===== src/hdl/c64_host_pkg.sv =====
////////////////////
// shared constants and types for the C64 host fabric
// address map, bus widths, region and joystick select enums
// imported by every RTL block of the fabric
////////////////////

package c64_host_pkg;

  //////////////////// bus widths

  localparam int CPU_AW     = 32;
  localparam int CPU_DW     = 32;
  localparam int CPU_STRB_W = 4;
  // byte lane index within a cpu word
  localparam int CPU_LANE_W = 2;

  localparam int C64_AW     = 16;
  localparam int C64_DW     = 8;

  localparam int KEY_W      = 16;
  // up, down, left, right, a
  localparam int JOY_W      = 5;
  localparam int CTRL_W     = 5;
  localparam int KBD_MASK_W = 64;

  //////////////////// address map

  // upper nibble for cont/ctrl, upper halfword for the loader
  localparam logic [3:0]  REGION_CONT   = 4'h2;
  localparam logic [3:0]  REGION_CTRL   = 4'h3;
  localparam logic [15:0] REGION_LOADER = 16'h5000;

  // word offsets in the control region
  localparam int CTRL_OFS_W = 2;
  localparam logic [CTRL_OFS_W-1:0] CTRL_OFS_MASK_LO = 2'd1;
  localparam logic [CTRL_OFS_W-1:0] CTRL_OFS_MASK_HI = 2'd2;
  localparam logic [CTRL_OFS_W-1:0] CTRL_OFS_CTRL    = 2'd3;

  // control word fields
  localparam int CTRL_RUN_BIT  = 0;
  localparam int CTRL_JOY1_LSB = 1;
  localparam int CTRL_JOY2_LSB = 3;

  typedef enum logic [1:0] {
    REG_NONE,
    REG_CONT,
    REG_CTRL,
    REG_LOADER
  } host_region_t;

  // code 3 is unused and acts like none
  typedef enum logic [1:0] {
    JOY_NONE  = 2'd0,
    JOY_CONT1 = 2'd1,
    JOY_CONT2 = 2'd2
  } joy_src_t;

endpackage


===== src/hdl/host_ctrl_regs.sv =====
////////////////////
// control word and keyboard mask registers
// also steers controller keys onto the two joystick ports
// and drives the emulator reset from the run bit
////////////////////

`timescale 1ns/100ps

module host_ctrl_regs (
  input  logic                                clk,
  input  logic                                rst,
  input  logic                                i_reg_wr,
  input  logic [c64_host_pkg::CTRL_OFS_W-1:0] i_addr_ofs,
  input  logic [c64_host_pkg::CPU_DW-1:0]     i_wdata,
  input  logic [c64_host_pkg::KEY_W-1:0]      i_cont1_key,
  input  logic [c64_host_pkg::KEY_W-1:0]      i_cont2_key,
  output logic [c64_host_pkg::CTRL_W-1:0]     o_c64_ctrl,
  output logic                                o_c64_rst,
  output logic [c64_host_pkg::KBD_MASK_W-1:0] o_keyboard_mask,
  output logic [c64_host_pkg::JOY_W-1:0]      o_joystick1,
  output logic [c64_host_pkg::JOY_W-1:0]      o_joystick2
);

  import c64_host_pkg::*;

  logic [CTRL_W-1:0]     c64_ctrl;
  logic [KBD_MASK_W-1:0] kbd_mask;
  joy_src_t              joy1_src;
  joy_src_t              joy2_src;

  // low key bits map straight to the joystick lines
  function automatic logic [JOY_W-1:0] joy_pick(
    input joy_src_t         sel,
    input logic [KEY_W-1:0] key1,
    input logic [KEY_W-1:0] key2
  );
    case (sel)
      JOY_CONT1: joy_pick = key1[JOY_W-1:0];
      JOY_CONT2: joy_pick = key2[JOY_W-1:0];
      default:   joy_pick = '0;
    endcase
  endfunction

  //////////////////// registers

  always_ff @(posedge clk) begin
    if (rst) begin
      c64_ctrl <= '0;
      kbd_mask <= '0;
    end else if (i_reg_wr) begin
      case (i_addr_ofs)
        CTRL_OFS_CTRL:    c64_ctrl <= i_wdata[CTRL_W-1:0];
        CTRL_OFS_MASK_LO: kbd_mask[CPU_DW-1:0] <= i_wdata;
        CTRL_OFS_MASK_HI: kbd_mask[KBD_MASK_W-1:CPU_DW] <= i_wdata;
        // word 0 has no register
        default: ;
      endcase
    end
  end

  //////////////////// outputs

  assign joy1_src = joy_src_t'(c64_ctrl[CTRL_JOY1_LSB +: $bits(joy_src_t)]);
  assign joy2_src = joy_src_t'(c64_ctrl[CTRL_JOY2_LSB +: $bits(joy_src_t)]);

  assign o_joystick1     = joy_pick(joy1_src, i_cont1_key, i_cont2_key);
  assign o_joystick2     = joy_pick(joy2_src, i_cont1_key, i_cont2_key);

  // emulator held in reset until run is set
  assign o_c64_rst       = ~c64_ctrl[CTRL_RUN_BIT];
  assign o_c64_ctrl      = c64_ctrl;
  assign o_keyboard_mask = kbd_mask;

endmodule


===== config.mk =====
export PLATFORM = sky130hd
export DESIGN_NAME = host_ctrl_regs
export DESIGN_NICKNAME = d
export VERILOG_FILES = /design/src/hdl/c64_host_pkg.sv /design/src/hdl/host_ctrl_regs.sv
export SDC_FILE = /design/constraint.sdc
export NUM_CORES = 1
export LEC_CHECK = 0
export BUFFER_PORTS_ARGS = -buffer_cell sky130_fd_sc_hd__buf_2
export CAP_MARGIN = 20
export CORE_MARGIN = 2
export CORE_UTILIZATION = 51
export CTS_BUF_LIST = sky130_fd_sc_hd__clkbuf_2 sky130_fd_sc_hd__clkbuf_4 sky130_fd_sc_hd__clkbuf_8
export DETAILED_ROUTE_END_ITERATION = 12
export PLACE_DENSITY = 0.88
export SYNTH_ARGS = -nofsm -noshare
export SYNTH_HDL_FRONTEND = slang
export SYNTH_SLANG_ARGS = --single-unit

===== constraint.sdc =====
create_clock -name clk -period 2.3 [get_ports clk]
set_input_delay 0.46 -clock clk [delete_from_list [all_inputs] [get_ports clk]]
set_output_delay 0.46 -clock clk [all_outputs]
set_load 0.005 [all_outputs]

After elaboration in Yosys (flattened, before gate mapping)
Cells that the tools add are included.
{"block": "totals", "ff_bits": 69}
{"block": "classes", "n_eq_ne": 7, "muxes": 2, "reduce_logical": 3, "n_bitwise": 1}
{"operator": "$pmux W5 S2", "count": 2}
{"operator": "$eq A2 B2 Y1 const B", "count": 4}
{"operator": "$eq A2 B1 Y1 const B", "count": 3}
{"operator": "$reduce_and A2 Y1", "count": 3}
{"operator": "$not A1 Y1", "count": 1}

Depth between registers and ports, before layout
{"block": "logic_depth", "depth_word": 2, "ltp_mapped": 4, "mapped_depth_nobuf": 4}

Worst setup path before layout
Ideal clock, no wire load.
{"block": "synth_path", "kind": "reg-to-output", "startpoint": "register c64_ctrl[1] (netlist: o_c64_ctrl[1])", "endpoint": "output o_joystick1[0] (netlist name)", "stages_incl_launch_ff": 4, "required_ns": 1.840, "path_slack_ns": 0.961, "t_arrival_ns": 0.879, "path_cell_list": "dfxtp_1 inv_1 ha_1 nor2_1"}
{"block": "synth_between", "elab_chain_cells": 2, "elab_cells_between_ends": 3, "classes_between": "eq/ne (2); mux (1)"}
{"item": "start: declaration", "line_no": "host_ctrl_regs.sv:26", "source": "logic [CTRL_W-1:0] c64_ctrl;"}
{"item": "start signal: assignment", "line_no": "host_ctrl_regs.sv:52", "source": "CTRL_OFS_CTRL: c64_ctrl <= i_wdata[CTRL_W-1:0];"}
{"item": "$eq A2 B2 Y1 or $eq A2 B1 Y1 (tied branches)", "line_no": "host_ctrl_regs.sv:37", "source": "case (sel)"}
{"item": "$pmux W5 S2 *", "line_no": "host_ctrl_regs.sv:37"}
{"item": "end: declaration", "line_no": "host_ctrl_regs.sv:20", "source": "output logic [c64_host_pkg::JOY_W-1:0] o_joystick1,"}
Every way passes the cells marked *; elsewhere a longest branch is shown, timed or not.

Worst setup path after layout
{"block": "layout_path", "startpoint": "register c64_ctrl[3] (netlist: o_c64_ctrl[3])", "endpoint": "output o_joystick2[2] (netlist name)"}
{"block": "layout_between", "elab_chain_cells": 2, "elab_cells_between_ends": 3, "classes_between": "eq/ne (2); mux (1)"}
{"item": "$eq A2 B2 Y1 or $eq A2 B1 Y1 (tied branches)", "line_no": "host_ctrl_regs.sv:37"}
{"item": "$pmux W5 S2 *", "line_no": "host_ctrl_regs.sv:37"}
{"item": "end: declaration", "line_no": "host_ctrl_regs.sv:21", "source": "output logic [c64_host_pkg::JOY_W-1:0] o_joystick2"}
Marks and branches as above.

==> impl_metrics.ini <==
[critical_path]
slowest_stage = dfxtp_1
critPathArrivalTime_ns = 1.41
crit_chain = inv_1, ha_1, a22oi_1, nor2_1, buf_2
reg2reg_slack_ns = 1.63
crit_buf_inv = 2
worstSetupStartpointType = register
r2r_end = o_c64_ctrl[4]
rr_worst_depth = 2
cp-startpoint = o_c64_ctrl[3]
critPathKind = register to primary output
critPathCaptureType = primary output
crit_fanout = 5
crit_family = flip-flops
cp.depth = 5
reg2reg_from = o_c64_ctrl[4]
slowest_delay_ns = 0.38
crit_end = o_joystick2[2]
worstPathRequired_ns = 1.84

[sta]
clock_skew_ns = 0
drv_slew = 0
holdWs_ns = 0.391
fmax_mhz = 534
max_slew_margin = 0.593
min_period_over_period = 0.814
hold_viol = 0
setup_viol_count_final = 0
worst_pin_slew_ns = 0.609
rsz0062_at_grt = false
layout_setup_ws_ns = 0.429
fin_setup_tns_ns = 0
fin_crit_ns = 1.87

[cts]
cts_num_sinks = 69
holdBufCountCts = 0
clockBufferDepth = 2
cts-root-buf = clkbuf_8
clkLatencyLatePin_ns = 0.33
htree_num_levels = 3
clkSlewWorstSetupHoldPaths_ns = 0.08
cts-buffers-inserted = 9
post_cts_buffers = 0
tritoncts = yes
cts_resized = 0

[yosys]
avgSynthCellArea_um2 = 10.4
yosys-top-cells-area = dfxtp_1, mux2i_1, nand2b_1
synth_top_family_by_area = simple AND/OR/NAND/NOR gates
synth_top_cell_area_share = 0.456
ys_types = 15
synth.area.mux_share = 0.228
synth_compound_area_frac = 0.0248
synth_adder_area_share = 0.0165
synth-seq-area-share = 0.456
synth_fp_nets = 364
syn-cell-area_um2 = 3030
ys_warn_count = 0
synthXorXnorAreaFrac = 0
ys_ff_latch = 69
yosys.area_share.simple = 0.235
netlist_instances = 291
netlist.top_cell.by_area = dfxtp_1

[routing]
met2_wirelength_um = 3050
detail_route.vias_per_cell = 4.82
wirelength_met1_um = 2750
first_iter_violations = 91
totalWireLength_um = 6310
met3WireLength_um = 421
vias = 2380
remaining_drc_errors = 0
top_layer_used = met4
postRouteAntennaNets = 0
dr.pass1.iters = 4
routedWlPerCell_um = 12.8

[finish]
drive_gt1_frac = 0.351
diodes = 0
fin_nets = 487
area_growth_pct = 29.6
fin_cells = 494

[global_routing]
grt-ovfl-total = 0
grt_pass1_wl_um = 9830
antenna_found_initial = 0
gr-usage-all-layers = 0.194
grt_pass1_vias = 2261
grt_max_degree = 60

[floorplanning]
dieArea_um2 = 6570
dieHeight_um = 81.1
row_count = 28
die_x_um = 81.1
core_um2 = 5820
start_util = 0.521
num_io_pins = 149

[place]
portBuffers = 126
dp_cells = 478
globalplace.congestion = 0.718
dp_hpwl_um = 4500
preCtsSetupSlack_ns = 0.720

[flow_run]
cap_violations = 0

[power_and_ir_drop]
vdd_ir_drop_max_mv = 0.516
p_per_area_nw_per_um2 = 673
total_power_mw = 2.64
p_leak_nw = 1.97

[status]
status = finished clean

[worst_hold_path]
hold_class = input pin to register
layer usage:
metal	track usage	up-vias
li1	-	1218
met1	0.220	1075
met2	0.341	80
met3	0.0500	7
met4	0.0864	0
met5	0	-
how the worst min path moves through the flow:
stage                                    from  cells after the start  slack (ns)             endpoint
after floorplan           o_keyboard_mask[22]                      2        0.46  o_keyboard_mask[22]
after global placement    o_keyboard_mask[37]                      2        0.46  o_keyboard_mask[37]
after detailed placement  o_keyboard_mask[43]                      2        0.46  o_keyboard_mask[43]
after CTS                          i_wdata[8]                      3        0.38  o_keyboard_mask[40]
after global routing               i_wdata[8]                      3        0.37  o_keyboard_mask[40]
final                              i_wdata[8]                      3        0.39  o_keyboard_mask[40]
synth_stat cells:
| library cell | number |
|---|---|
| nand2b_1 | 101 |
| dfxtp_1 | 69 |
| mux2i_1 | 69 |
| a22oi_1 | 10 |
| clkbuf_1 | 10 |
| nor2_1 | 10 |
| inv_1 | 5 |
| ha_1 | 4 |
| buf_2 | 3 |
| buf_6 | 3 |
| and3b_1 | 2 |
| buf_4 | 2 |
| nand3_1 | 1 |
| nand3b_1 | 1 |
| nand3b_2 | 1 |
where the power goes:
group / leakage, nW / total, mW / internal, mW / switching [mW]
clock network: 0.113 / 1.13 / 0.649 / 0.478
registers: 0.561 / 1.26 / 1.24 / 0.0222
logic: 1.30 / 0.257 / 0.139 / 0.119
total: 1.97 / 2.64 / 2.02 / 0.618
layout make-up:
class	instances	area, um2
fill	483	1890
multi-input combinational	199	1530
sequential	69	1380
timing repair buffer	130	673
clock buffer	10	138
clock inverter	6	93.8
tap	75	93.8
inverter	5	18.8
logic make-up (layout without fill, tap and decap cells):
kind of cell	after synthesis	in the layout
AND/OR/NAND/NOR	116	116
buffers and inverters	23	151
flip-flops	69	69
AO/OA/AOI/OAI	10	10
adder cells (fa/ha/maj)	4	4
multiplexers	69	69
flip-flops by register name, indices dropped and copies added, names as in the netlist:
| name | count |
|---|---|
| o_keyboard_mask | 64 |
| o_c64_ctrl | 5 |
stage by stage:
stage / utilization / area (um2)
finish: 0.675 / 3930
global route: 0.675 / 3930
CTS: 0.675 / 3930
detailed placement: 0.635 / 3690
global placement: 0.635 / 3690
floorplan: - / 3030
layout by cell type (no fill, tap or decap), drive strengths merged:
master and instances:
buf 130, nand2b 101, mux2i 69, dfxtp 69
a22oi 10, nor2 10, clkbuf 10, inv 7
ha 4, and3b 2, bufinv 2, nand3b 2
nand3 1, clkinvlp 1, clkinv 1
tightest hold or removal path, cell delays in order:
cell      delay, ns
buf_2          0.09
nand2b_1       0.07
mux2i_1        0.07
Note: power is estimated with default switching activity, not from simulation.
