File: config.mk
export PLATFORM = sky130hd
export DESIGN_NAME = byte_loader
export DESIGN_NICKNAME = d
export VERILOG_FILES = /design/src/hdl/c64_host_pkg.sv /design/src/hdl/byte_loader.sv
export SDC_FILE = /design/constraint.sdc
export NUM_CORES = 1
export LEC_CHECK = 0
export BUFFER_PORTS_ARGS = -buffer_cell sky130_fd_sc_hd__buf_2
export CAP_MARGIN = 10
export CORE_MARGIN = 3
export CORE_UTILIZATION = 28
export CTS_CLUSTER_DIAMETER = 120
export CTS_CLUSTER_SIZE = 8
export DETAILED_ROUTE_END_ITERATION = 16
export PLACE_DENSITY = 0.79
export SYNTH_ARGS = -nofsm -noshare
export SYNTH_HDL_FRONTEND = slang
export SYNTH_SLANG_ARGS = --single-unit
File: constraint.sdc
create_clock -name clk -period 1.13 [get_ports clk]
set_input_delay 0.0565 -clock clk [delete_from_list [all_inputs] [get_ports clk]]
set_output_delay 0.0565 -clock clk [all_outputs]
set_load 0.01 [all_outputs]
File: src/hdl/c64_host_pkg.sv
////////////////////
// shared constants and types for the C64 host fabric
// address map, bus widths, region and joystick select enums
// imported by every RTL block of the fabric
////////////////////

package c64_host_pkg;

  //////////////////// bus widths

  localparam int CPU_AW     = 32;
  localparam int CPU_DW     = 32;
  localparam int CPU_STRB_W = 4;
  // byte lane index within a cpu word
  localparam int CPU_LANE_W = 2;

  localparam int C64_AW     = 16;
  localparam int C64_DW     = 8;

  localparam int KEY_W      = 16;
  // up, down, left, right, a
  localparam int JOY_W      = 5;
  localparam int CTRL_W     = 5;
  localparam int KBD_MASK_W = 64;

  //////////////////// address map

  // upper nibble for cont/ctrl, upper halfword for the loader
  localparam logic [3:0]  REGION_CONT   = 4'h2;
  localparam logic [3:0]  REGION_CTRL   = 4'h3;
  localparam logic [15:0] REGION_LOADER = 16'h5000;

  // word offsets in the control region
  localparam int CTRL_OFS_W = 2;
  localparam logic [CTRL_OFS_W-1:0] CTRL_OFS_MASK_LO = 2'd1;
  localparam logic [CTRL_OFS_W-1:0] CTRL_OFS_MASK_HI = 2'd2;
  localparam logic [CTRL_OFS_W-1:0] CTRL_OFS_CTRL    = 2'd3;

  // control word fields
  localparam int CTRL_RUN_BIT  = 0;
  localparam int CTRL_JOY1_LSB = 1;
  localparam int CTRL_JOY2_LSB = 3;

  typedef enum logic [1:0] {
    REG_NONE,
    REG_CONT,
    REG_CTRL,
    REG_LOADER
  } host_region_t;

  // code 3 is unused and acts like none
  typedef enum logic [1:0] {
    JOY_NONE  = 2'd0,
    JOY_CONT1 = 2'd1,
    JOY_CONT2 = 2'd2
  } joy_src_t;

endpackage

File: src/hdl/byte_loader.sv
////////////////////
// turns single byte cpu writes into c64 ram writes
// the write is held from ph2 until the next ph1 so the
// ram sees a stable access for the whole phase
////////////////////

`timescale 1ns/100ps

module byte_loader (
  input  logic                                clk,
  input  logic                                rst,
  input  logic                                i_loader_wr,
  input  logic                                i_ph1_en,
  input  logic                                i_ph2_en,
  input  logic [c64_host_pkg::CPU_AW-1:0]     i_cpu_addr,
  input  logic [c64_host_pkg::CPU_DW-1:0]     i_cpu_wdata,
  input  logic [c64_host_pkg::CPU_STRB_W-1:0] i_cpu_wstrb,
  output logic                                o_ram_we,
  output logic [c64_host_pkg::C64_AW-1:0]     o_ram_addr,
  output logic [c64_host_pkg::C64_DW-1:0]     o_ram_wdata,
  output logic                                o_done
);

  import c64_host_pkg::*;

  logic hold;

  //////////////////// lane extraction

  // only a one-hot strobe selects a lane
  always_comb begin
    o_ram_addr  = '0;
    o_ram_wdata = '0;
    for (int k = 0; k < CPU_STRB_W; k++) begin
      if (i_cpu_wstrb == (CPU_STRB_W'(1) << k)) begin
        o_ram_addr  = {i_cpu_addr[C64_AW-1:CPU_LANE_W], CPU_LANE_W'(k)};
        o_ram_wdata = i_cpu_wdata[k*C64_DW +: C64_DW];
      end
    end
  end

  //////////////////// phase hold

  always_ff @(posedge clk) begin
    if (rst) begin
      hold <= 1'b0;
    end else if (i_ph2_en) begin
      hold <= i_loader_wr;
    end else if (i_ph1_en) begin
      hold <= 1'b0;
    end
  end

  // bus data stays put until ready, so it is stable under hold
  assign o_ram_we = hold;
  assign o_done   = hold & i_ph1_en;

endmodule

After elaboration in Yosys (flattened, before gate mapping)

Index checks and enable logic that the tools add are counted.

Eq/ne operators: 4
Mux-type cells: 10
Bitwise logic cells: 1
Reductions and logical operators: 1

Operator list:

| operator             | count |
|---|---|
| $mux W16             | 4 |
| $mux W8              | 4 |
| $eq A4 B1 Y1 const B | 1 |
| $eq A4 B2 Y1 const B | 1 |
| $eq A4 B3 Y1 const B | 1 |
| $eq A4 B4 Y1 const B | 1 |
| $mux W1              | 2 |
| $reduce_bool A2 Y1   | 1 |
| $and A1 B1 Y1        | 1 |

Register bits: 1
Bits of input ports: 73
Output and inout port bits: 26
Logic and storage cells: 17

Logic depth before layout (Yosys ltp)

Gate-level depths: netlist of run 1.

Depth after elaboration: 5
Gate-level depth with buffers: 4
Gate-level depth less buffers: 3

Least setup slack after synthesis of run 1

No wires, ideal clock.

Path kind: input -> output
Start: in i_cpu_wstrb[1] in the netlist's numbering
End: out o_ram_wdata[0] in the netlist's numbering
Arrival time: 1.006 ns
Data required time: 1.074 ns
Setup slack: 0.067 ns
Cell stages on the path: 4
Buffers on the path: 1
Cells stage by stage: buf_2 > nor3b_4 > a211oi_1 > o31ai_1

Cells in the longest elaborated chain, start to end: 5
Elaborated cells between the ends (all ways): 8
Those cells by class: eq/ne: 4; mux: 4

Ends and longest elaborated chain:

| element               | line              | source |
|---|---|---|
| from (decl)           | byte_loader.sv:17 | `input logic [c64_host_pkg::CPU_STRB_W-1:0] i_cpu_wstrb,` |
| $eq A4 B1 Y1          | byte_loader.sv:35 | `if (i_cpu_wstrb == (CPU_STRB_W'(1) << k)) begin` |
| $mux W8 (3 in series) | byte_loader.sv:35 |  |
| $mux W8 *             | byte_loader.sv:35 |  |
| to (decl)             | byte_loader.sv:20 | `output logic [c64_host_pkg::C64_DW-1:0] o_ram_wdata,` |

Every way passes the cells marked *; elsewhere a longest branch is shown, timed or not.

Final worst setup path of run 1

Start: in i_cpu_wstrb[2] in the netlist's numbering
End: out o_ram_wdata[5] in the netlist's numbering

The elaborated chain is that of the path after synthesis.

==> metrics.yaml, run 1 <==
gp_congestion: 0.728
final_max_slew_viol_count: 0
avgSynthCellArea_um2: 8.02
hp-start: "rst"
violations: "setup timing"
cap_violations: 0
grt_usage_pct: 20.1
reg2reg_from: "o_ram_we$_SDFFE_PP0P_"
place_area_mm2: 0.00113
area_growth_pct: 131
switchingPower_mw: 0.228
finClkSkew_ns: 0
design_area_mm2: 0.00145
largest_reg_flops: 1
wire_per_inst_um: 15.8
multiInputGateArea_um2: 697
fin_nets: 248
r2r_end: "o_ram_we$_SDFFE_PP0P_"
syn-cell-area_um2: 626
yosys_register_bits: 1
hold_buffers: 0
p_comb_share_pct: 93.2
reg2reg_setup_slack_ns: 0.43
drc: 0
fin_util_pct: 70.8
fin_crit_sh_pct: 111
outcome: "finished, violations left"
crit_path_end_kind: "primary output"
seqCellArea_um2: 20.0
holdWs_ns: 0.219
min_path_cells: 2
slew-limit-headroom_pct: 80.3
pwr-share-seq_pct: 6.8
final_common_cell: "buf_2"
die_area_mm2: 0.00284
grt.overflow.total: 0
synth_cell_types: 24
core.rowCount: 16
internal-power_mw: 0.345
drtIter0Drc: 19
die_w_um: 53.3
cp.required_ns: 1.07
setup-tns-final_ns: -1.99
setup_viol: 22
period_needed_ns: 1.25
vias_per_cell: 5.02
place_hpwl_um: 2260
drive_gt1_share_pct: 76.9
powerDensity_mw_per_mm2: 397
grt_pass1_wl_um: 4280
tightest_slew_ns: 0.294
netlist_instances: 78
synth_seq_area_share_pct: 3.20
worst-r2r-cell-count: 3
path_class: "in -> out"
fill_cells: 152
synthesis.nets: 151
die_height_um: 53.3
ys_warn_count: 0
diodes: 0
antenna_left: 0
clkPwrFrac_pct: 0
start_util_pct: 30.6
startpoint_type: "input pin"
p_leak_nw: 0.725
num_vias: 1004
post-place-ws_ns: -0.494
clk_pin_slew_worst_paths_ns: 0
fin_ws_ns: -0.124
grt_antenna_before_repair: 0
grt_pass1_vias: 914
wl_um: 3160
firstDrtPassIters: 4
hold_violations: 0
grt_max_degree: 13
hold_path_end: "o_ram_we$_SDFFE_PP0P_"
core-area_mm2: 0.00204
ir_drop_uv: 279
final_cell_mix: "buf_2 (78), a21boi_2 (14), buf_4 (11), nor2_1 (9), nand2_1 (8)"
rsz0062_at_grt: "yes"
crit_arrival_ns: 1.20
pin_count: 99
crit_fanout: 5
p_sw_share_pct: 39.8
clock_latency_ns: 0
hold_path.class: "in -> reg"
port_buffers: 80
fmax_ghz: 0.797
[critical path, stage by stage]
cell and delay, ns:
buf_12 0.11, buf_12 0.13, buf_12 0.12, nor4bb_4 0.31, a211oi_4 0.05, o31ai_2 0.25, buf_2 0.16
[power by group through the flow]
stage	Clock (mW)	Sequential, mW	Combinational [mW]
5_1_grt	0	0.0386	0.568
3_3_place_gp	0	0.0384	0.381
6_report	0	0.0387	0.534
2_1_floorplan	0	0.0394	0.187
3_5_place_dp	0	0.0387	0.394
4_1_cts	0	0.0385	0.508
[layout make-up]
cell class / count / area share [%]
sequential: 1 / 1.39
timing repair buffer: 101 / 47.8
tap: 27 / 2.34
inverter: 1 / 0.260
multi-input combinational: 70 / 48.2
[per-stage QoR]
stage / std cells / power, mW
finish: 200 / 0.573
global route: 200 / 0.607
CTS: 199 / 0.546
detailed placement: 189 / 0.433
global placement: 189 / 0.419
floorplan: 78 / 0.226
[routing by layer]
| metal | vias up | wire length, um | GRT usage [%] |
|---|---|---|---|
| met5 | - | 0 | 0 |
| met4 | 0 | 27 | 4.26 |
| met3 | 2 | 203 | 1.69 |
| met2 | 46 | 1670 | 35.1 |
| met1 | 462 | 1260 | 26.5 |
| li1 | 494 | - | - |
[cell usage after synthesis]
master	n	area share, %
a21boi_2	10	18
nor2_1	10	6.0
a211oi_1	8	9.6
nand2_1	8	4.8
nor4bb_1	8	13
o31ai_1	8	9.6
a21boi_0	4	4.8
buf_2	3	2.4
buf_4	2	2.4
nor3b_4	2	6.0
xnor2_1	2	2.8
a21oi_1	1	0.80
a2bb2oi_2	1	2.4
and2_1	1	1.0
buf_6	1	1.8
clkbuf_1	1	0.60
dfxtp_1	1	3.2
inv_1	1	0.60
nor3_1	1	0.80
nor3b_1	1	1.2
nor4b_4	1	3.8
or2_2	1	1.0
or3b_1	1	1.4
or4b_4	1	2.2
[worst max-delay path by stage]
stage / startpoint / to / cells past startpoint
final: i_cpu_wstrb[2] / o_ram_wdata[5] / 7
after global routing: i_cpu_wstrb[2] / o_ram_wdata[3] / 7
after CTS: i_cpu_wstrb[2] / o_ram_wdata[4] / 7
after detailed placement: i_cpu_wstrb[2] / o_ram_addr[3] / 5
after global placement: i_cpu_wstrb[2] / o_ram_addr[15] / 5
after floorplan: i_cpu_wstrb[1] / o_ram_wdata[0] / 4
[kinds of logic (layout without fill, tap and decap cells)]
logic type | Yosys count | after routing | synth area share (%)
compound gates | 32 | 32 | 45.2
buf+inv | 8 | 102 | 7.80
xor+xnor | 2 | 2 | 2.80
flops | 1 | 1 | 3.20
simple gates | 35 | 36 | 41.0
[what timing repair did]
| item | 4_1_cts | 5_1_grt |
|---|---|---|
| resized for setup | 30 | 8 |
| setup buffers | 7 | 1 |
| pin swaps | 28 | 10 |
| gates cloned | 3 | 0 |
| endpoints found under the hold margin | 0 | 0 |
| endpoints found under the setup margin | 22 | 22 |
No activity file was read; power rests on OpenSTA's default activity.
==> run 2, diff against run 1 <==
--- a/config.mk
+++ b/config.mk
@@ -7,9 +7,10 @@
 export LEC_CHECK = 0
 export BUFFER_PORTS_ARGS = -buffer_cell sky130_fd_sc_hd__buf_2
 export CAP_MARGIN = 10
+export CORE_ASPECT_RATIO = 0.75
 export CORE_MARGIN = 3
 export CORE_UTILIZATION = 28
-export CTS_CLUSTER_DIAMETER = 120
+export CTS_CLUSTER_DIAMETER = 30
 export CTS_CLUSTER_SIZE = 8
 export DETAILED_ROUTE_END_ITERATION = 16
 export PLACE_DENSITY = 0.79
==> constraint.sdc (replaced) <==
create_clock -name clk -period 1.13 [get_ports clk]
set_input_delay 0.0565 -clock clk [delete_from_list [all_inputs] [get_ports clk]]
set_output_delay 0.0565 -clock clk [all_outputs]
set_load 0.1 [all_outputs]
==> run 2 against run 1 <==
Effect of this change:
- the run now fails in global routing
- synthesized area unchanged
- synthesized cell count stayed put
==> metrics.yaml, run 2 <==
grt_max_degree: 11
synth_top_area_share_pct: 18.0
synth_ff_type: "dfxtp_1"
avgSynthCellArea_um2: 8.02
core.rowCount: 14
die_w_um: 60.6
worstEpCategory: "top-level output"
hold_buffers: 0
synthTopCellsByArea: "a21boi_2 (18%), nor4bb_1 (13%), a211oi_1 (9.6%)"
error_line: "[ERROR DPL-0038] Utilization greater than 100%, impossible to legalize"
syn-cell-area_um2: 626
place_hpwl_um: 3110
pin_count: 99
synth_common_cells: "a21boi_2 (10), nor2_1 (10)"
synthesis.nets: 151
synth_edf_count: 0
gp_congestion: 0.795
port_buffers: 80
synth_seq_area_share_pct: 3.20
synthArstFlopShare_pct: 0
start_util_pct: 30.3
die_height_um: 46.9
outcome: "aborted with a tool error"
ys_warn_count: 0
netlist_instances: 78
synth.largest_area_cell: "a21boi_2"
haltStage: "global routing"
yosys_register_bits: 1
dpl.cell_count: 191
synth_cell_types: 24
grt-worst-endpoint: "o_ram_addr[14]"
-- run 2: cell counts after synthesis --
No cell type changed its count.
-- run 2: kinds of logic after synthesis --
family / share of synthesized area [%]
buf+inv: 7.80
flops: 3.20
xor+xnor: 2.80
compound gates: 45.2
simple gates: 41.0
-- run 2: what timing repair did --
item	CTS
setup endpoints to repair	22
pin swaps	5
setup buffers	6
gates cloned	1
gates resized for setup	23
-- run 2: per-stage QoR --
step	TNS (ns)	cell area [um2]	util, %	hold slack, ns	setup WS (ns)
4_1_cts	-5.91	2010	97.3	0.210	-0.304
3_5_place_dp	-10.90	1810	87.6	0.209	-0.597
2_1_floorplan	-8.02	975	-	0.119	-0.390
3_3_place_gp	-8.75	1810	87.6	0.206	-0.480
==> run 3, diff against run 2 <==
==> config.mk (replaced) <==
export PLATFORM = sky130hd
export DESIGN_NAME = byte_loader
export DESIGN_NICKNAME = d
export VERILOG_FILES = /design/src/hdl/c64_host_pkg.sv /design/src/hdl/byte_loader.sv
export SDC_FILE = /design/constraint.sdc
export NUM_CORES = 1
export LEC_CHECK = 0
export BUFFER_PORTS_ARGS = -buffer_cell sky130_fd_sc_hd__buf_2
export CAP_MARGIN = 10
export CORE_AREA = 3 3 64 66
export DETAILED_ROUTE_END_ITERATION = 16
export DIE_AREA = 0 0 67 69
export PLACE_DENSITY_LB_ADDON = 0.15
export SYNTH_ARGS = -nofsm -noshare
export SYNTH_HDL_FRONTEND = slang
export SYNTH_SLANG_ARGS = --single-unit
==> run 3 against run 2 <==
Effect of this change:
- the flow now finishes, with violations (setup timing)
==> metrics.yaml, run 3 (synthesized netlist as in run 1, its figures left out) <==
fill_cells: 312
grt_usage_pct: 14.3
min_path_cells: 2
cap_violations: 0
place_hpwl_um: 2530
core.rowCount: 22
p_leak_nw: 0.980
startpoint_type: "input pin"
ir_drop_uv: 297
tightest_slew_ns: 0.484
num_vias: 1031
grt.overflow.total: 0
diodes: 0
die_height_um: 69
largest_reg_flops: 1
design_area_mm2: 0.00219
pin_count: 99
start_util_pct: 17.2
final_max_slew_viol_count: 0
clock_latency_ns: 0
path_class: "in -> out"
fin_ws_ns: -0.271
clk_pin_slew_worst_paths_ns: 0
setup_viol: 23
hold_buffers: 0
grt_antenna_before_repair: 0
grt_pass1_vias: 1118
crit_fanout: 7
die_w_um: 67
gp_congestion: 0.663
fin_nets: 253
firstDrtPassIters: 3
grt_pass1_wl_um: 5270
drive_gt1_share_pct: 86.5
rsz0062_at_grt: "yes"
port_buffers: 80
area_growth_pct: 250
slew-limit-headroom_pct: 68.0
crit_arrival_ns: 1.34
core-area_mm2: 0.00363
fmax_ghz: 0.714
fin_crit_sh_pct: 124
hold_path.class: "in -> reg"
powerDensity_mw_per_mm2: 567
wl_um: 3260
outcome: "finished, violations left"
vias_per_cell: 4.56
finClkSkew_ns: 0
hold_violations: 0
drtIter0Drc: 4
final_cell_mix: "buf_2 (51), buf_12 (28), a21boi_4 (14), buf_4 (12), buf_6 (10)"
place_area_mm2: 0.00185
final_common_cell: "buf_2"
holdWs_ns: 0.217
worst-r2r-cell-count: 3
cp.required_ns: 1.07
die_area_mm2: 0.00462
crit_path_end_kind: "primary output"
antenna_left: 0
drc: 0
wire_per_inst_um: 14.4
fin_util_pct: 60.3
period_needed_ns: 1.40
grt_max_degree: 15
violations: "setup timing"
-- run 3: critical path, cell delays in order --
cell and delay, ns:
buf_6 0.10, buf_8 0.13, or4b_4 0.53, buf_12 0.18, a21boi_4 0.16, buf_12 0.19
-- run 3: area by class of cell --
cell class | instances | area, um2 | area share (%)
repair buffers | 107 | 1130 | 51.7
multi-input cells | 69 | 971 | 44.3
well taps | 48 | 60.1 | 2.74
flip-flops and latches | 1 | 23.8 | 1.09
inverters | 1 | 3.75 | 0.171
-- run 3: through the flow --
stage	TNS [ns]	std cells	total power, mW	setup slack (ns)
after floorplan	-8.02	78	0.732	-0.390
after global placement	-9.03	216	1.10	-0.480
after detailed placement	-9.88	216	1.11	-0.537
after CTS	-5.46	225	1.22	-0.319
after global routing	-5.70	226	1.29	-0.299
final	-4.92	226	1.24	-0.271
-- run 3: final timing paths --
| path | start | end | slack, ns |
|---|---|---|---|
| min reg2reg | o_ram_we$_SDFFE_PP0P_ | o_ram_we$_SDFFE_PP0P_ | 0.65 |
| max reg2reg | o_ram_we$_SDFFE_PP0P_ | o_ram_we$_SDFFE_PP0P_ | 0.41 |
| max | i_cpu_wstrb[2] | o_ram_addr[7] | -0.27 |
| min | rst | o_ram_we$_SDFFE_PP0P_ | 0.22 |
-- run 3: timing repair --
| item | 4_1_cts | 5_1_grt |
|---|---|---|
| pin swaps | 17 | 5 |
| gates cloned | 2 | 0 |
| gates resized for setup | 33 | 8 |
| buffers inserted | 7 | 1 |
| setup endpoints to repair | 23 | 23 |
-- run 3: routing by layer --
| layer | global-route usage (%) | vias to the layer above | part of all wire [%] |
|---|---|---|---|
| met5 | 0 | - | 0 |
| met4 | 1.35 | 0 | 0.86 |
| met3 | 1.14 | 4 | 6.7 |
| met2 | 28.2 | 40 | 57 |
| met1 | 16.4 | 481 | 35 |
| li1 | - | 506 | - |
-- run 3: power by group --
group	leakage [nW]	switching, mW	total (mW)	internal (mW)
registers	0.00891	0.00116	0.0378	0.0366
clock network	0	0	0	0
logic	0.971	0.672	1.20	0.532
