[src/hdl/c64_host_pkg.sv]
////////////////////
// shared constants and types for the C64 host fabric
// address map, bus widths, region and joystick select enums
// imported by every RTL block of the fabric
////////////////////

package c64_host_pkg;

  //////////////////// bus widths

  localparam int CPU_AW     = 32;
  localparam int CPU_DW     = 32;
  localparam int CPU_STRB_W = 4;
  // byte lane index within a cpu word
  localparam int CPU_LANE_W = 2;

  localparam int C64_AW     = 16;
  localparam int C64_DW     = 8;

  localparam int KEY_W      = 16;
  // up, down, left, right, a
  localparam int JOY_W      = 5;
  localparam int CTRL_W     = 5;
  localparam int KBD_MASK_W = 64;

  //////////////////// address map

  // upper nibble for cont/ctrl, upper halfword for the loader
  localparam logic [3:0]  REGION_CONT   = 4'h2;
  localparam logic [3:0]  REGION_CTRL   = 4'h3;
  localparam logic [15:0] REGION_LOADER = 16'h5000;

  // word offsets in the control region
  localparam int CTRL_OFS_W = 2;
  localparam logic [CTRL_OFS_W-1:0] CTRL_OFS_MASK_LO = 2'd1;
  localparam logic [CTRL_OFS_W-1:0] CTRL_OFS_MASK_HI = 2'd2;
  localparam logic [CTRL_OFS_W-1:0] CTRL_OFS_CTRL    = 2'd3;

  // control word fields
  localparam int CTRL_RUN_BIT  = 0;
  localparam int CTRL_JOY1_LSB = 1;
  localparam int CTRL_JOY2_LSB = 3;

  typedef enum logic [1:0] {
    REG_NONE,
    REG_CONT,
    REG_CTRL,
    REG_LOADER
  } host_region_t;

  // code 3 is unused and acts like none
  typedef enum logic [1:0] {
    JOY_NONE  = 2'd0,
    JOY_CONT1 = 2'd1,
    JOY_CONT2 = 2'd2
  } joy_src_t;

endpackage

[src/hdl/host_bus_decode.sv]
////////////////////
// cpu bus slave decode for the host fabric
// classifies the address, raises write strobes for the
// control and loader blocks, and pulses ready per access
////////////////////

`timescale 1ns/100ps

module host_bus_decode (
  input  logic                                clk,
  input  logic                                rst,
  input  logic                                i_cpu_valid,
  input  logic [c64_host_pkg::CPU_AW-1:0]     i_cpu_addr,
  input  logic [c64_host_pkg::CPU_STRB_W-1:0] i_cpu_wstrb,
  input  logic [c64_host_pkg::KEY_W-1:0]      i_cont1_key,
  input  logic [c64_host_pkg::KEY_W-1:0]      i_cont2_key,
  input  logic [c64_host_pkg::KEY_W-1:0]      i_cont3_key,
  input  logic [c64_host_pkg::KEY_W-1:0]      i_cont4_key,
  input  logic [c64_host_pkg::CTRL_W-1:0]     i_c64_ctrl,
  input  logic                                i_loader_done,
  output logic                                o_cpu_ready,
  output logic [c64_host_pkg::CPU_DW-1:0]     o_cpu_rdata,
  output logic                                o_reg_wr,
  output logic                                o_loader_wr
);

  import c64_host_pkg::*;

  host_region_t              region;
  logic                      ofs_in_range;
  logic [CTRL_OFS_W-1:0]     word_ofs;

  //////////////////// region decode

  always_comb begin
    region = REG_NONE;
    if (i_cpu_addr[CPU_AW-1 -: $bits(REGION_LOADER)] == REGION_LOADER) begin
      region = REG_LOADER;
    end else if (i_cpu_addr[CPU_AW-1 -: $bits(REGION_CONT)] == REGION_CONT) begin
      region = REG_CONT;
    end else if (i_cpu_addr[CPU_AW-1 -: $bits(REGION_CTRL)] == REGION_CTRL) begin
      region = REG_CTRL;
    end
  end

  // registers only live in the first four words of a region
  assign ofs_in_range = (i_cpu_addr[CPU_AW-$bits(REGION_CONT)-1:CPU_LANE_W+CTRL_OFS_W] == '0);
  assign word_ofs     = i_cpu_addr[CPU_LANE_W +: CTRL_OFS_W];

  // full word writes only for the control registers
  assign o_reg_wr    = i_cpu_valid && (region == REG_CTRL) && ofs_in_range
                       && (i_cpu_wstrb == '1);
  assign o_loader_wr = i_cpu_valid && (region == REG_LOADER) && (i_cpu_wstrb != '0);

  //////////////////// completion

  always_ff @(posedge clk) begin
    if (rst) begin
      o_cpu_ready <= 1'b0;
    end else begin
      case (region)
        REG_CONT, REG_CTRL: o_cpu_ready <= ~o_cpu_ready & i_cpu_valid;
        // waits for the ph2 hold to end
        REG_LOADER: o_cpu_ready <= ~o_cpu_ready & i_cpu_valid & i_loader_done;
        default: o_cpu_ready <= 1'b0;
      endcase
    end
  end

  //////////////////// read data

  always_comb begin
    o_cpu_rdata = '0;
    if (ofs_in_range) begin
      if (region == REG_CONT) begin
        case (word_ofs)
          2'd0: o_cpu_rdata = {{(CPU_DW-KEY_W){1'b0}}, i_cont1_key};
          2'd1: o_cpu_rdata = {{(CPU_DW-KEY_W){1'b0}}, i_cont2_key};
          2'd2: o_cpu_rdata = {{(CPU_DW-KEY_W){1'b0}}, i_cont3_key};
          default: o_cpu_rdata = {{(CPU_DW-KEY_W){1'b0}}, i_cont4_key};
        endcase
      end else if (region == REG_CTRL && word_ofs == CTRL_OFS_CTRL) begin
        // mask words are write only
        o_cpu_rdata = {{(CPU_DW-CTRL_W){1'b0}}, i_c64_ctrl};
      end
    end
  end

endmodule

[config.mk]
export PLATFORM = sky130hd
export DESIGN_NAME = host_bus_decode
export DESIGN_NICKNAME = d
export VERILOG_FILES = /design/src/hdl/c64_host_pkg.sv /design/src/hdl/host_bus_decode.sv
export SDC_FILE = /design/constraint.sdc
export NUM_CORES = 1
export LEC_CHECK = 0
export BUFFER_PORTS_ARGS = -buffer_cell sky130_fd_sc_hd__buf_2
export CAP_MARGIN = 20
export CELL_PAD_IN_SITES_DETAIL_PLACEMENT = 1
export CELL_PAD_IN_SITES_GLOBAL_PLACEMENT = 2
export CORE_MARGIN = 1
export CORE_UTILIZATION = 14
export CTS_CLUSTER_DIAMETER = 100
export DETAILED_ROUTE_END_ITERATION = 6
export PLACE_DENSITY_LB_ADDON = 0.1
export SYNTH_ARGS = -nofsm -noshare
export SYNTH_HDL_FRONTEND = slang
export SYNTH_SLANG_ARGS = --single-unit
[constraint.sdc]
create_clock -name clk -period 1.6 [get_ports clk]
set_input_delay 0.24 -clock clk [delete_from_list [all_inputs] [get_ports clk]]
set_output_delay 0.24 -clock clk [all_outputs]
set_load 0.005 [all_outputs]
* Word level (Yosys, flattened, before mapping)
Index checks and enable logic that the tools add are counted.
** Word-level totals
- Flip-flop bits (word level) :: 1
** Operators by class
- Eq/ne operators :: 10
- Multiplexer cells :: 8
- Bitwise operators :: 3
- Reductions and logical operators :: 10
** Operator list (count)
- 2-to-1 mux 32 bit :: 2
- one-hot mux 16 bit (3 select lines) :: 1
- zero test 24 bit :: 1
- equality test 16 x 15 -> 1 bit (second input constant) :: 1
- equality test 2 bit (second input constant) :: 4
- equality test 4 x 2 -> 1 bit (second input constant) :: 2
- logical AND 1 bit :: 6
- 2-to-1 mux 2 bit :: 3
- 2-to-1 mux 5 bit :: 1
- equality test 2 x 1 -> 1 bit (second input constant) :: 2
- equality test 4 bit (second input constant) :: 1
- nonzero test 4 bit :: 1
- AND 1 bit :: 2
- zero test 2 bit :: 1
- one-hot mux 1 bit (2 select lines) :: 1
- OR reduction 2 bit :: 1
- NOT 1 bit :: 1

* Longest topological paths before layout
Gate-level depths: netlist (run 1).
- Depth in word-level cells :: 9
- Gate-level depth with buffers :: 5
- Gate-level depth less buffers :: 3

* Worst setup path before layout (run 1)
Ideal clock, no wire load.
- Path kind :: in2out
- From :: in i_cpu_addr[2] (netlist name)
- To :: out o_cpu_rdata[0] (netlist name)
- Arrival :: 1.249 ns
- Slack :: 0.111 ns
- Cell stages on the path :: 5
- Cell sequence :: buf_6 > buf_6 > mux4_2 > a32oi_1 > nor3_1
** On the way
- Cells in the longest elaborated chain, start to end :: 5
- Elaborated cells on any way between the ends :: 9
- Those cells by class :: 3 x eq/ne; 4 x mux; 2 x reduce/logical
** Ends and longest elaborated chain
- start: declaration :: RTL line host_bus_decode.sv:13 : input logic [c64_host_pkg::CPU_AW-1:0] i_cpu_addr,
- equality test 2 bit :: RTL line host_bus_decode.sv:82 : end else if (region == REG_CTRL && word_ofs == CTRL_OFS_CTRL) begin
- logical AND 1 bit :: RTL line host_bus_decode.sv:82
- 2-to-1 mux 5 bit :: RTL line host_bus_decode.sv:82
- 2-to-1 mux 32 bit * :: RTL line host_bus_decode.sv:75 : if (region == REG_CONT) begin
- 2-to-1 mux 32 bit * :: RTL line host_bus_decode.sv:74 : if (ofs_in_range) begin
- end: declaration :: RTL line host_bus_decode.sv:22 : output logic [c64_host_pkg::CPU_DW-1:0] o_cpu_rdata,
Mark *: on every way between the ends. The rest lies on a longest branch, timed or not.

* Final worst setup path (run 1)
- From :: in i_cpu_addr[2] (netlist name)
- To :: out o_cpu_rdata[4] (netlist name)
Same word-level chain as after synthesis.

==> results summary, run 1 <==
The layout-stage area growth over the synthesis result is 115%. Once the floorplan was initialized, standard cells occupied 14.5% of the core. The floorplan step set the die height to 85.8 µm.

The clock transition at the registers of the reported paths came out at 0 ps. The count of placed standard cells in the final layout, fillers left out is 326. The first detailed-routing pass ran for 4 iterations. The kind of path behind the tightest hold check is in -> reg. The final reports fail on setup timing. The count of final max-slew check failures came out at 0. In the final layout, the multi-input gates occupy 0.00103 mm². Across the whole layout, storage elements account for 20.0 µm². The count of filler cells inserted in the layout came out at around 800. In this run the critical register-to-register path is launched from o_cpu_ready. For the final routed database, the setup TNS stands at -309 ps. The tool flagged a number of max-cap violations equal to 0. The count of synthesis-stage warnings from yosys came out at 0. The antenna violation net count after detailed routing is 0. Setup repair after global routing could not meet its margin everywhere. The mean area per synthesized cell came out at roughly 11 µm². The destination of the worst hold path is o_cpu_ready. The initial antenna violation count is 0.

The insertion delay to the later sink of the worst-skew pair came out at 0 ps. Counting instances, the worst hold path has a depth of 3. The flip-flop count of the largest register, all copies and words added is 1. In this run, post-CTS hold repair placed 0 buffers. At the worst endpoint, the arrival time is 1410 ps. The post-synthesis cell count came out at 87. Routability-driven placement finished with a final weighted congestion of 0.679.

In the final design database the tool counted between 300 and 400 nets. The per-cell routed wire length is 14.7 µm. 144 I/O pins were placed. The final design instance area without fill is ~0.0021 mm². The detailed router finished its first iteration with 23 violations. The largest fanout on the critical path is 6. The hold violation total from the final report is 0. The post-detailed-placement cell area is 0.00176 mm². The count of buffers inserted at the top-level ports came out at 125. The via count of the first global-routing pass came to 1479.

The library cell appearing most often on the critical path is sky130_fd_sc_hd__buf_12. The via-per-instance ratio came out at 4.16. The depth of the worst register-to-register path came out at 3. After detailed routing, the number of remaining DRC violations is 0. The setup path with the least slack is of type in -> out. The detailed placement HPWL is between 3 and 4 mm. The final design utilization is 31.1%.

The clock period minus worst slack is 1650 ps. The delay of the slowest critical-path stage is 500 ps. The total core area came out at 0.00679 mm². The routed layout has 1355 vias. The maximum number of pins on one net before global-route repair came out at 18. The cell row count came out at 30. The setup slack after layout came out at -53.8 ps.

The synthesized netlist occupies a cell area of 983 µm². The count of final setup violators is 13. The cell area power density came out at about 190 mW/mm². The achievable frequency came out at 605 MHz.

The worst setup path is launched from a primary input. The post-synthesis sequential area ratio is 2.04%. The maximum clock skew at final layout is 0 ps. Across the VDD grid, the largest voltage drop is about 63 µV.

The die is 85.8 µm wide. The required arrival time at the worst endpoint is roughly 1400 ps. The worst min-delay path startpoint is i_loader_done. Counting distinct cell types in the post-synthesis netlist gives 26.

The share of final-layout standard cells stronger than drive strength 1 came out at 85.7%. The post-route clock period utilization is 103%. The first global-routing pass estimated 7.39 mm of wire.

The largest registers in the layout are o_cpu_ready: 1 flops. The full die area came out at 0.00736 mm². Counting flops per register, the top entry is o_cpu_ready. The flow ran to the end, but the final reports show violations. The critical path goes through buf_12, buf_12, mux4_2, a32oi_1, nor3_4, buf_2. The static leakage came out at 0.994 nW.

The worst register-to-register path ends at o_cpu_ready. The cell type of the slowest stage on the worst timing path is sky130_fd_sc_hd__mux4_2. The overall routed net length came out at 4.81 mm.

The worst setup path is captured at a primary output. In this run the register-to-register setup slack is about 800 ps. The cell count after placement came out at 317. The combined global-route utilization of all metal layers is 12.5%. The number of register bits inferred by synthesis came out at 1. The residual overflow from global routing is 0. The repair_antennas step left the layout with diodes totalling 0.
-- per-stage QoR --
step | power [mW] | hold slack (ps) | setup WS [ps]
floorplan | 0.187 | 380 | 111
global placement | 0.329 | 498 | -143
detailed placement | 0.336 | 513 | -179
CTS | 0.389 | 503 | -28.7
global route | 0.424 | 521 | -136
finish | 0.394 | 497 | -53.8
-- synth_stat cells (all sizes together) --
cell,number,area share [%]
o21ai,1,0.51
dfxtp,1,2.0
and4bb,1,1.3
and3,1,0.64
nor2,1,0.38
nor4bb,1,1.0
nand2b,1,0.64
nor4,6,8.4
nand4,3,1.9
nor3,6,3.1
nor3b,2,1.5
nand2,2,0.76
nand3,2,2.8
and2,1,0.64
a32oi,5,4.5
buf,23,18
o41ai,1,0.89
nor4b,12,14
mux4,16,37
conb,1,0.38
-- area by class of cell --
class,instances,area share (%)
Timing Repair Buffer,150,44.3
Sequential cell,1,0.948
Multi-Input combinational cell,79,49.0
Tap cell,96,5.69
-- cell usage in the layout, fill, tap and decap left out, types with 2 or more instances in the layout --
master / instances
sky130_fd_sc_hd__conb_1: 16
sky130_fd_sc_hd__buf_8: 2
sky130_fd_sc_hd__nor3_4: 2
sky130_fd_sc_hd__buf_4: 18
sky130_fd_sc_hd__nor4b_2: 9
sky130_fd_sc_hd__nor4_4: 6
sky130_fd_sc_hd__nor4b_4: 3
sky130_fd_sc_hd__buf_6: 6
sky130_fd_sc_hd__buf_12: 4
sky130_fd_sc_hd__nand3_4: 2
sky130_fd_sc_hd__nor3_2: 4
sky130_fd_sc_hd__mux4_2: 16
sky130_fd_sc_hd__nand4_1: 3
sky130_fd_sc_hd__a32oi_1: 4
sky130_fd_sc_hd__buf_2: 119
sky130_fd_sc_hd__nand2_1: 2
-- worst max-delay path, delay by kind of cell --
kind	cells	cell delay (ps)
buffers and inverters	3	330
AOI/OAI and AO/OA	1	260
and+or+nand+nor	1	80
muxes	1	500
-- per-layer routing --
metal	wire length (µm)	global-route usage (%)
met2	2620	24.3
met5	0	0
met4	19	0.909
met1	1860	15.3
met3	308	1.15
-- what timing repair did --
action                                  in CTS  in global routing
gates cloned                                 2                  0
resized for setup                           36                  8
pin swaps                                   25                  0
endpoints found under the setup margin      17                 18
buffers inserted                             7                  0
-- how the worst max path moves through the flow --
stage / startpoint / to / slack (ps) / depth (start not counted)
floorplan: i_cpu_addr[2] / o_cpu_rdata[0] / 110 / 5
global placement: i_cpu_addr[25] / o_cpu_rdata[8] / -140 / 5
detailed placement: i_cpu_addr[25] / o_cpu_rdata[9] / -180 / 5
CTS: i_cpu_addr[26] / o_cpu_rdata[9] / -30 / 6
global route: i_cpu_addr[22] / o_cpu_rdata[13] / -140 / 6
finish: i_cpu_addr[2] / o_cpu_rdata[4] / -50 / 6
-- cell families (layout without fill, tap and decap cells) --
kind of cell	count (synthesis)	after routing	share of synthesized area [%]
compound gates	7	7	5.85
other cells	1	16	0.381
mux	16	16	36.6
flops	1	1	2.04
simple gates	39	40	37.2
buf+inv	23	150	17.9
-- where the power goes --
| part | leakage, nW | switching [mW] | internal [mW] |
|---|---|---|---|
| clock | 0 | 0 | 0 |
| combinational | 0.985 | 0.134 | 0.235 |
| sequential | 0.00809 | 0.000177 | 0.0259 |
| total | 0.994 | 0.134 | 0.261 |
No activity file was read; power rests on OpenSTA's default activity.
==> run 2, diff against run 1 <==
--- a/config.mk
+++ b/config.mk
@@ -5,12 +5,13 @@
 export SDC_FILE = /design/constraint.sdc
 export NUM_CORES = 1
 export LEC_CHECK = 0
+export ABC_AREA = 1
 export BUFFER_PORTS_ARGS = -buffer_cell sky130_fd_sc_hd__buf_2
 export CAP_MARGIN = 20
 export CELL_PAD_IN_SITES_DETAIL_PLACEMENT = 1
 export CELL_PAD_IN_SITES_GLOBAL_PLACEMENT = 2
 export CORE_MARGIN = 1
-export CORE_UTILIZATION = 14
+export CORE_UTILIZATION = 10
 export CTS_CLUSTER_DIAMETER = 100
 export DETAILED_ROUTE_END_ITERATION = 6
 export PLACE_DENSITY_LB_ADDON = 0.1
==> results summary, run 2 <==
The hold buffer count at CTS is 0 (unchanged). The count of final max-slew check failures was 0 (unchanged). By startpoint and endpoint, the worst setup path is classified as in -> out. The count of cell types in the netlist is 21 (-19%). The prevailing post-synth register cell is sky130_fd_sc_hd__dfxtp_1. The checks that failed: DRC. The static leakage came to 1.06 nW (+6.8%).

The via-per-instance ratio is 3.76 (-9.6%). The chip height is 98.2 µm (+14%). The top cell types in the final layout, fill and taps aside, are 115 x sky130_fd_sc_hd__buf_2, 66 x sky130_fd_sc_hd__nand2_1, 24 x sky130_fd_sc_hd__nand3_1, 19 x sky130_fd_sc_hd__nor2_1, 16 x sky130_fd_sc_hd__conb_1. The number of DRC violations after detailed routing is 8 (+8). The count of filler cells inserted in the layout is 1176 (+48%). The critical path data arrival time came out at 1310 ps (-100 ps). Leaving out fill and tap cells, the most frequent cell in the layout is sky130_fd_sc_hd__buf_2. STA classifies the critical path endpoint as a primary output. The post-detailed-placement cell area is 0.00171 mm² (-2.7%).

The maximum clock skew at final layout is 0 ps (unchanged). The required arrival time at the worst endpoint is 1360 ps (about the same). The full die area is 0.00965 mm² (+31%). In the final layout, the registers with the most flip-flops are o_cpu_ready: 1 flops. After synthesis, the most frequently instantiated cells are 71 x sky130_fd_sc_hd__nand2_1, 40 x sky130_fd_sc_hd__nor2_1, 24 x sky130_fd_sc_hd__nand3_1. The achievable frequency is 644 MHz (+6.6%). The synthesized cell area came out at 926 µm² (-5.9%). The post-route clock period utilization came to 97.0% (-6.4 points). The post-synthesis sequential area ratio came out at 2.16% (+0.13 points). The max-cap check violation count is 0 (unchanged). The starting utilization of the core area came out at 10.5% (-4.0 points). The depth of the worst register-to-register path is 3 (unchanged).

The post-route total power came out at 0.357 mW (-9.6%). The worst register-to-register path begins at o_cpu_ready. The final weighted congestion of routability-driven global placement is 0.644 (-5.2%). The first-pass GRT wire length came out at 7.89 mm (+6.8%). The antenna violation net count after detailed routing is 0 (unchanged). The via count of the first global-routing pass is 1722 (+16%).

The tightest min-delay check is of the reg -> reg type. The most common cell in the netlist is sky130_fd_sc_hd__nand2_1. The count of buffers inserted at the top-level ports came to 125 (unchanged). The initial antenna violation count is 0 (unchanged). The final design instance area without fill came out at 0.00194 mm² (-8.1%).

The maximum resistive drop on vdd came out at 57.7 µV (-8.9%). The count of final setup violators is 0 (-13). The floorplan die width came out at 98.2 µm (+14%).

The number of register bits inferred by synthesis came to 1 (unchanged). The hold violation total from the final report is 0 (unchanged). The insertion delay to the later sink of the worst-skew pair came to 0 ps (unchanged). The count of routing violations after the opening detailed-route iteration is 17 (-26%). The clock period minus worst slack is 1550 ps (-102 ps). The largest fanout on the critical path is 5 (-1).

The clock transition at the registers of the reported paths is 0 ps (unchanged). The boundary pin count is 144 (unchanged). The cell count after placement was 435 (+37%). The count of synthesis-stage warnings from yosys was 0 (unchanged).

The combined global-route utilization of all metal layers is 9.89% (-2.6 points). The share of async-settable or async-resettable flops after synthesis came to 0% (unchanged). The count of placed standard cells in the final layout, fillers left out is 437 (+34%). The worst hold path begins at o_cpu_ready. The number of optimization iterations in the first detailed-route pass came out at 6 (+2).

The worst hold slack after final layout came out at 496 ps (-0.768 ps). The cell row count came out at 34 (+13%). The number of flops mapped to enable cells by yosys came to 0 (unchanged). The per-cell routed wire length is 11.8 µm (-20%). The number of cells on the worst hold path is 3 (unchanged). The antenna diode instance count was 0 (unchanged). The top cell type by total area after synthesis is sky130_fd_sc_hd__nand2_1. The layout-stage area growth over the synthesis result is 110%. The detailed placement HPWL is 4.37 mm (+11%). The post-cts gate resize count came to 0 (-100%). Setup repair after global routing could not meet its margin everywhere. The overall routed net length came out at 5.18 mm (+7.7%).

The mean area per synthesized cell is 4.68 µm² (-59%). The total core area came to 0.00885 mm² (+30%). The cell area power density came to 184 mW/mm² (-1.7%).

The share of final-layout standard cells stronger than drive strength 1 came out at 51.4% (-34 points). The final design utilization came to 21.9% (-9.1 points). The critical path launch point type is a primary input. The top register by number of flip-flops is o_cpu_ready. The post-synthesis cell count came to 198 (+130%). The flip-flop count of the largest register, all copies and words added came out at 1 (unchanged). The via count came out at 1642 (+21%).

Sorting the synthesized cells by area gives the leading types as sky130_fd_sc_hd__nand2_1 29%, sky130_fd_sc_hd__nor2_1 16%, sky130_fd_sc_hd__buf_4 15%, sky130_fd_sc_hd__nand3_1 13%, sky130_fd_sc_hd__a21oi_1 5.4%. The portion of synthesized cell area occupied by the leading cell type is 28.8% (-7.9 points). The number of nets in the layout is 440 (+29%).

The flow ran to the end, but the final reports show violations. Tracing the worst setup path back leads to its startpoint at i_cpu_addr[18]. The maximum number of pins on one net before global-route repair is 15 (-3). The residual overflow from global routing is 0 (unchanged). The buffers inserted during post-CTS setup optimization was 0 (-7).
[run 2: layout make-up]
| cell class | instances | area, µm² | share of cell area, % |
|---|---|---|---|
| Inverter | 14 | 52.6 | 2.71 |
| Multi-Input combinational cell | 176 | 883 | 45.5 |
| Sequential cell | 1 | 20.0 | 1.03 |
| Tap cell | 108 | 135 | 6.96 |
| Timing Repair Buffer | 138 | 850 | 43.8 |
[run 2: logic make-up (layout without fill, tap and decap cells)]
kind of cell / count (synthesis) / count (layout) / synth area share, %
buffers and inverters: 36 / 152 / 23.1
other: 1 / 16 / 0.405
DFF: 1 / 1 / 2.16
AOI/OAI and AO/OA: 13 / 13 / 7.30
and+or+nand+nor: 147 / 147 / 67.0
[run 2: stage by stage]
step	TNS, ps	worst slack (ps)
floorplan	0	324
global placement	-6.46	-6.46
detailed placement	0	17.8
CTS	0	5.12
global route	-377	-56.1
finish	0	48.3
[run 2: power by group]
group / internal, mW / leakage, nW / switching, mW
Sequential: 0.0259 / 0.00809 / 0.000167
Clock: 0 / 0 / 0
Combinational: 0.174 / 1.05 / 0.157
Total: 0.200 / 1.06 / 0.157
[run 2: final timing paths]
kind | to | slack [ps]
setup / recovery | o_cpu_rdata[10] | 50
hold / removal | o_cpu_ready | 500
setup reg to reg | o_cpu_ready | 900
hold reg to reg | o_cpu_ready | 500
[run 2: layer usage]
metal  wire length, µm  part of all wire (%)  vias to the layer above  track usage [%]
li1                  -                     -                      857                -
met1              2050                    40                      706             11.7
met2              2470                    48                       77             18.3
met3               628                    12                        2             3.01
met4                19                  0.37                        0            0.344
met5                 0                     0                        -                0
[run 2: worst max-delay path, stage by stage]
cell	delay, ps
sky130_fd_sc_hd__buf_6	90
sky130_fd_sc_hd__nor2_2	110
sky130_fd_sc_hd__nand2_2	70
sky130_fd_sc_hd__nor2_2	100
sky130_fd_sc_hd__nand2_2	70
sky130_fd_sc_hd__nor2_4	180
sky130_fd_sc_hd__nand2_4	90
sky130_fd_sc_hd__clkbuf_16	170
sky130_fd_sc_hd__nor2_1	90
sky130_fd_sc_hd__buf_2	120
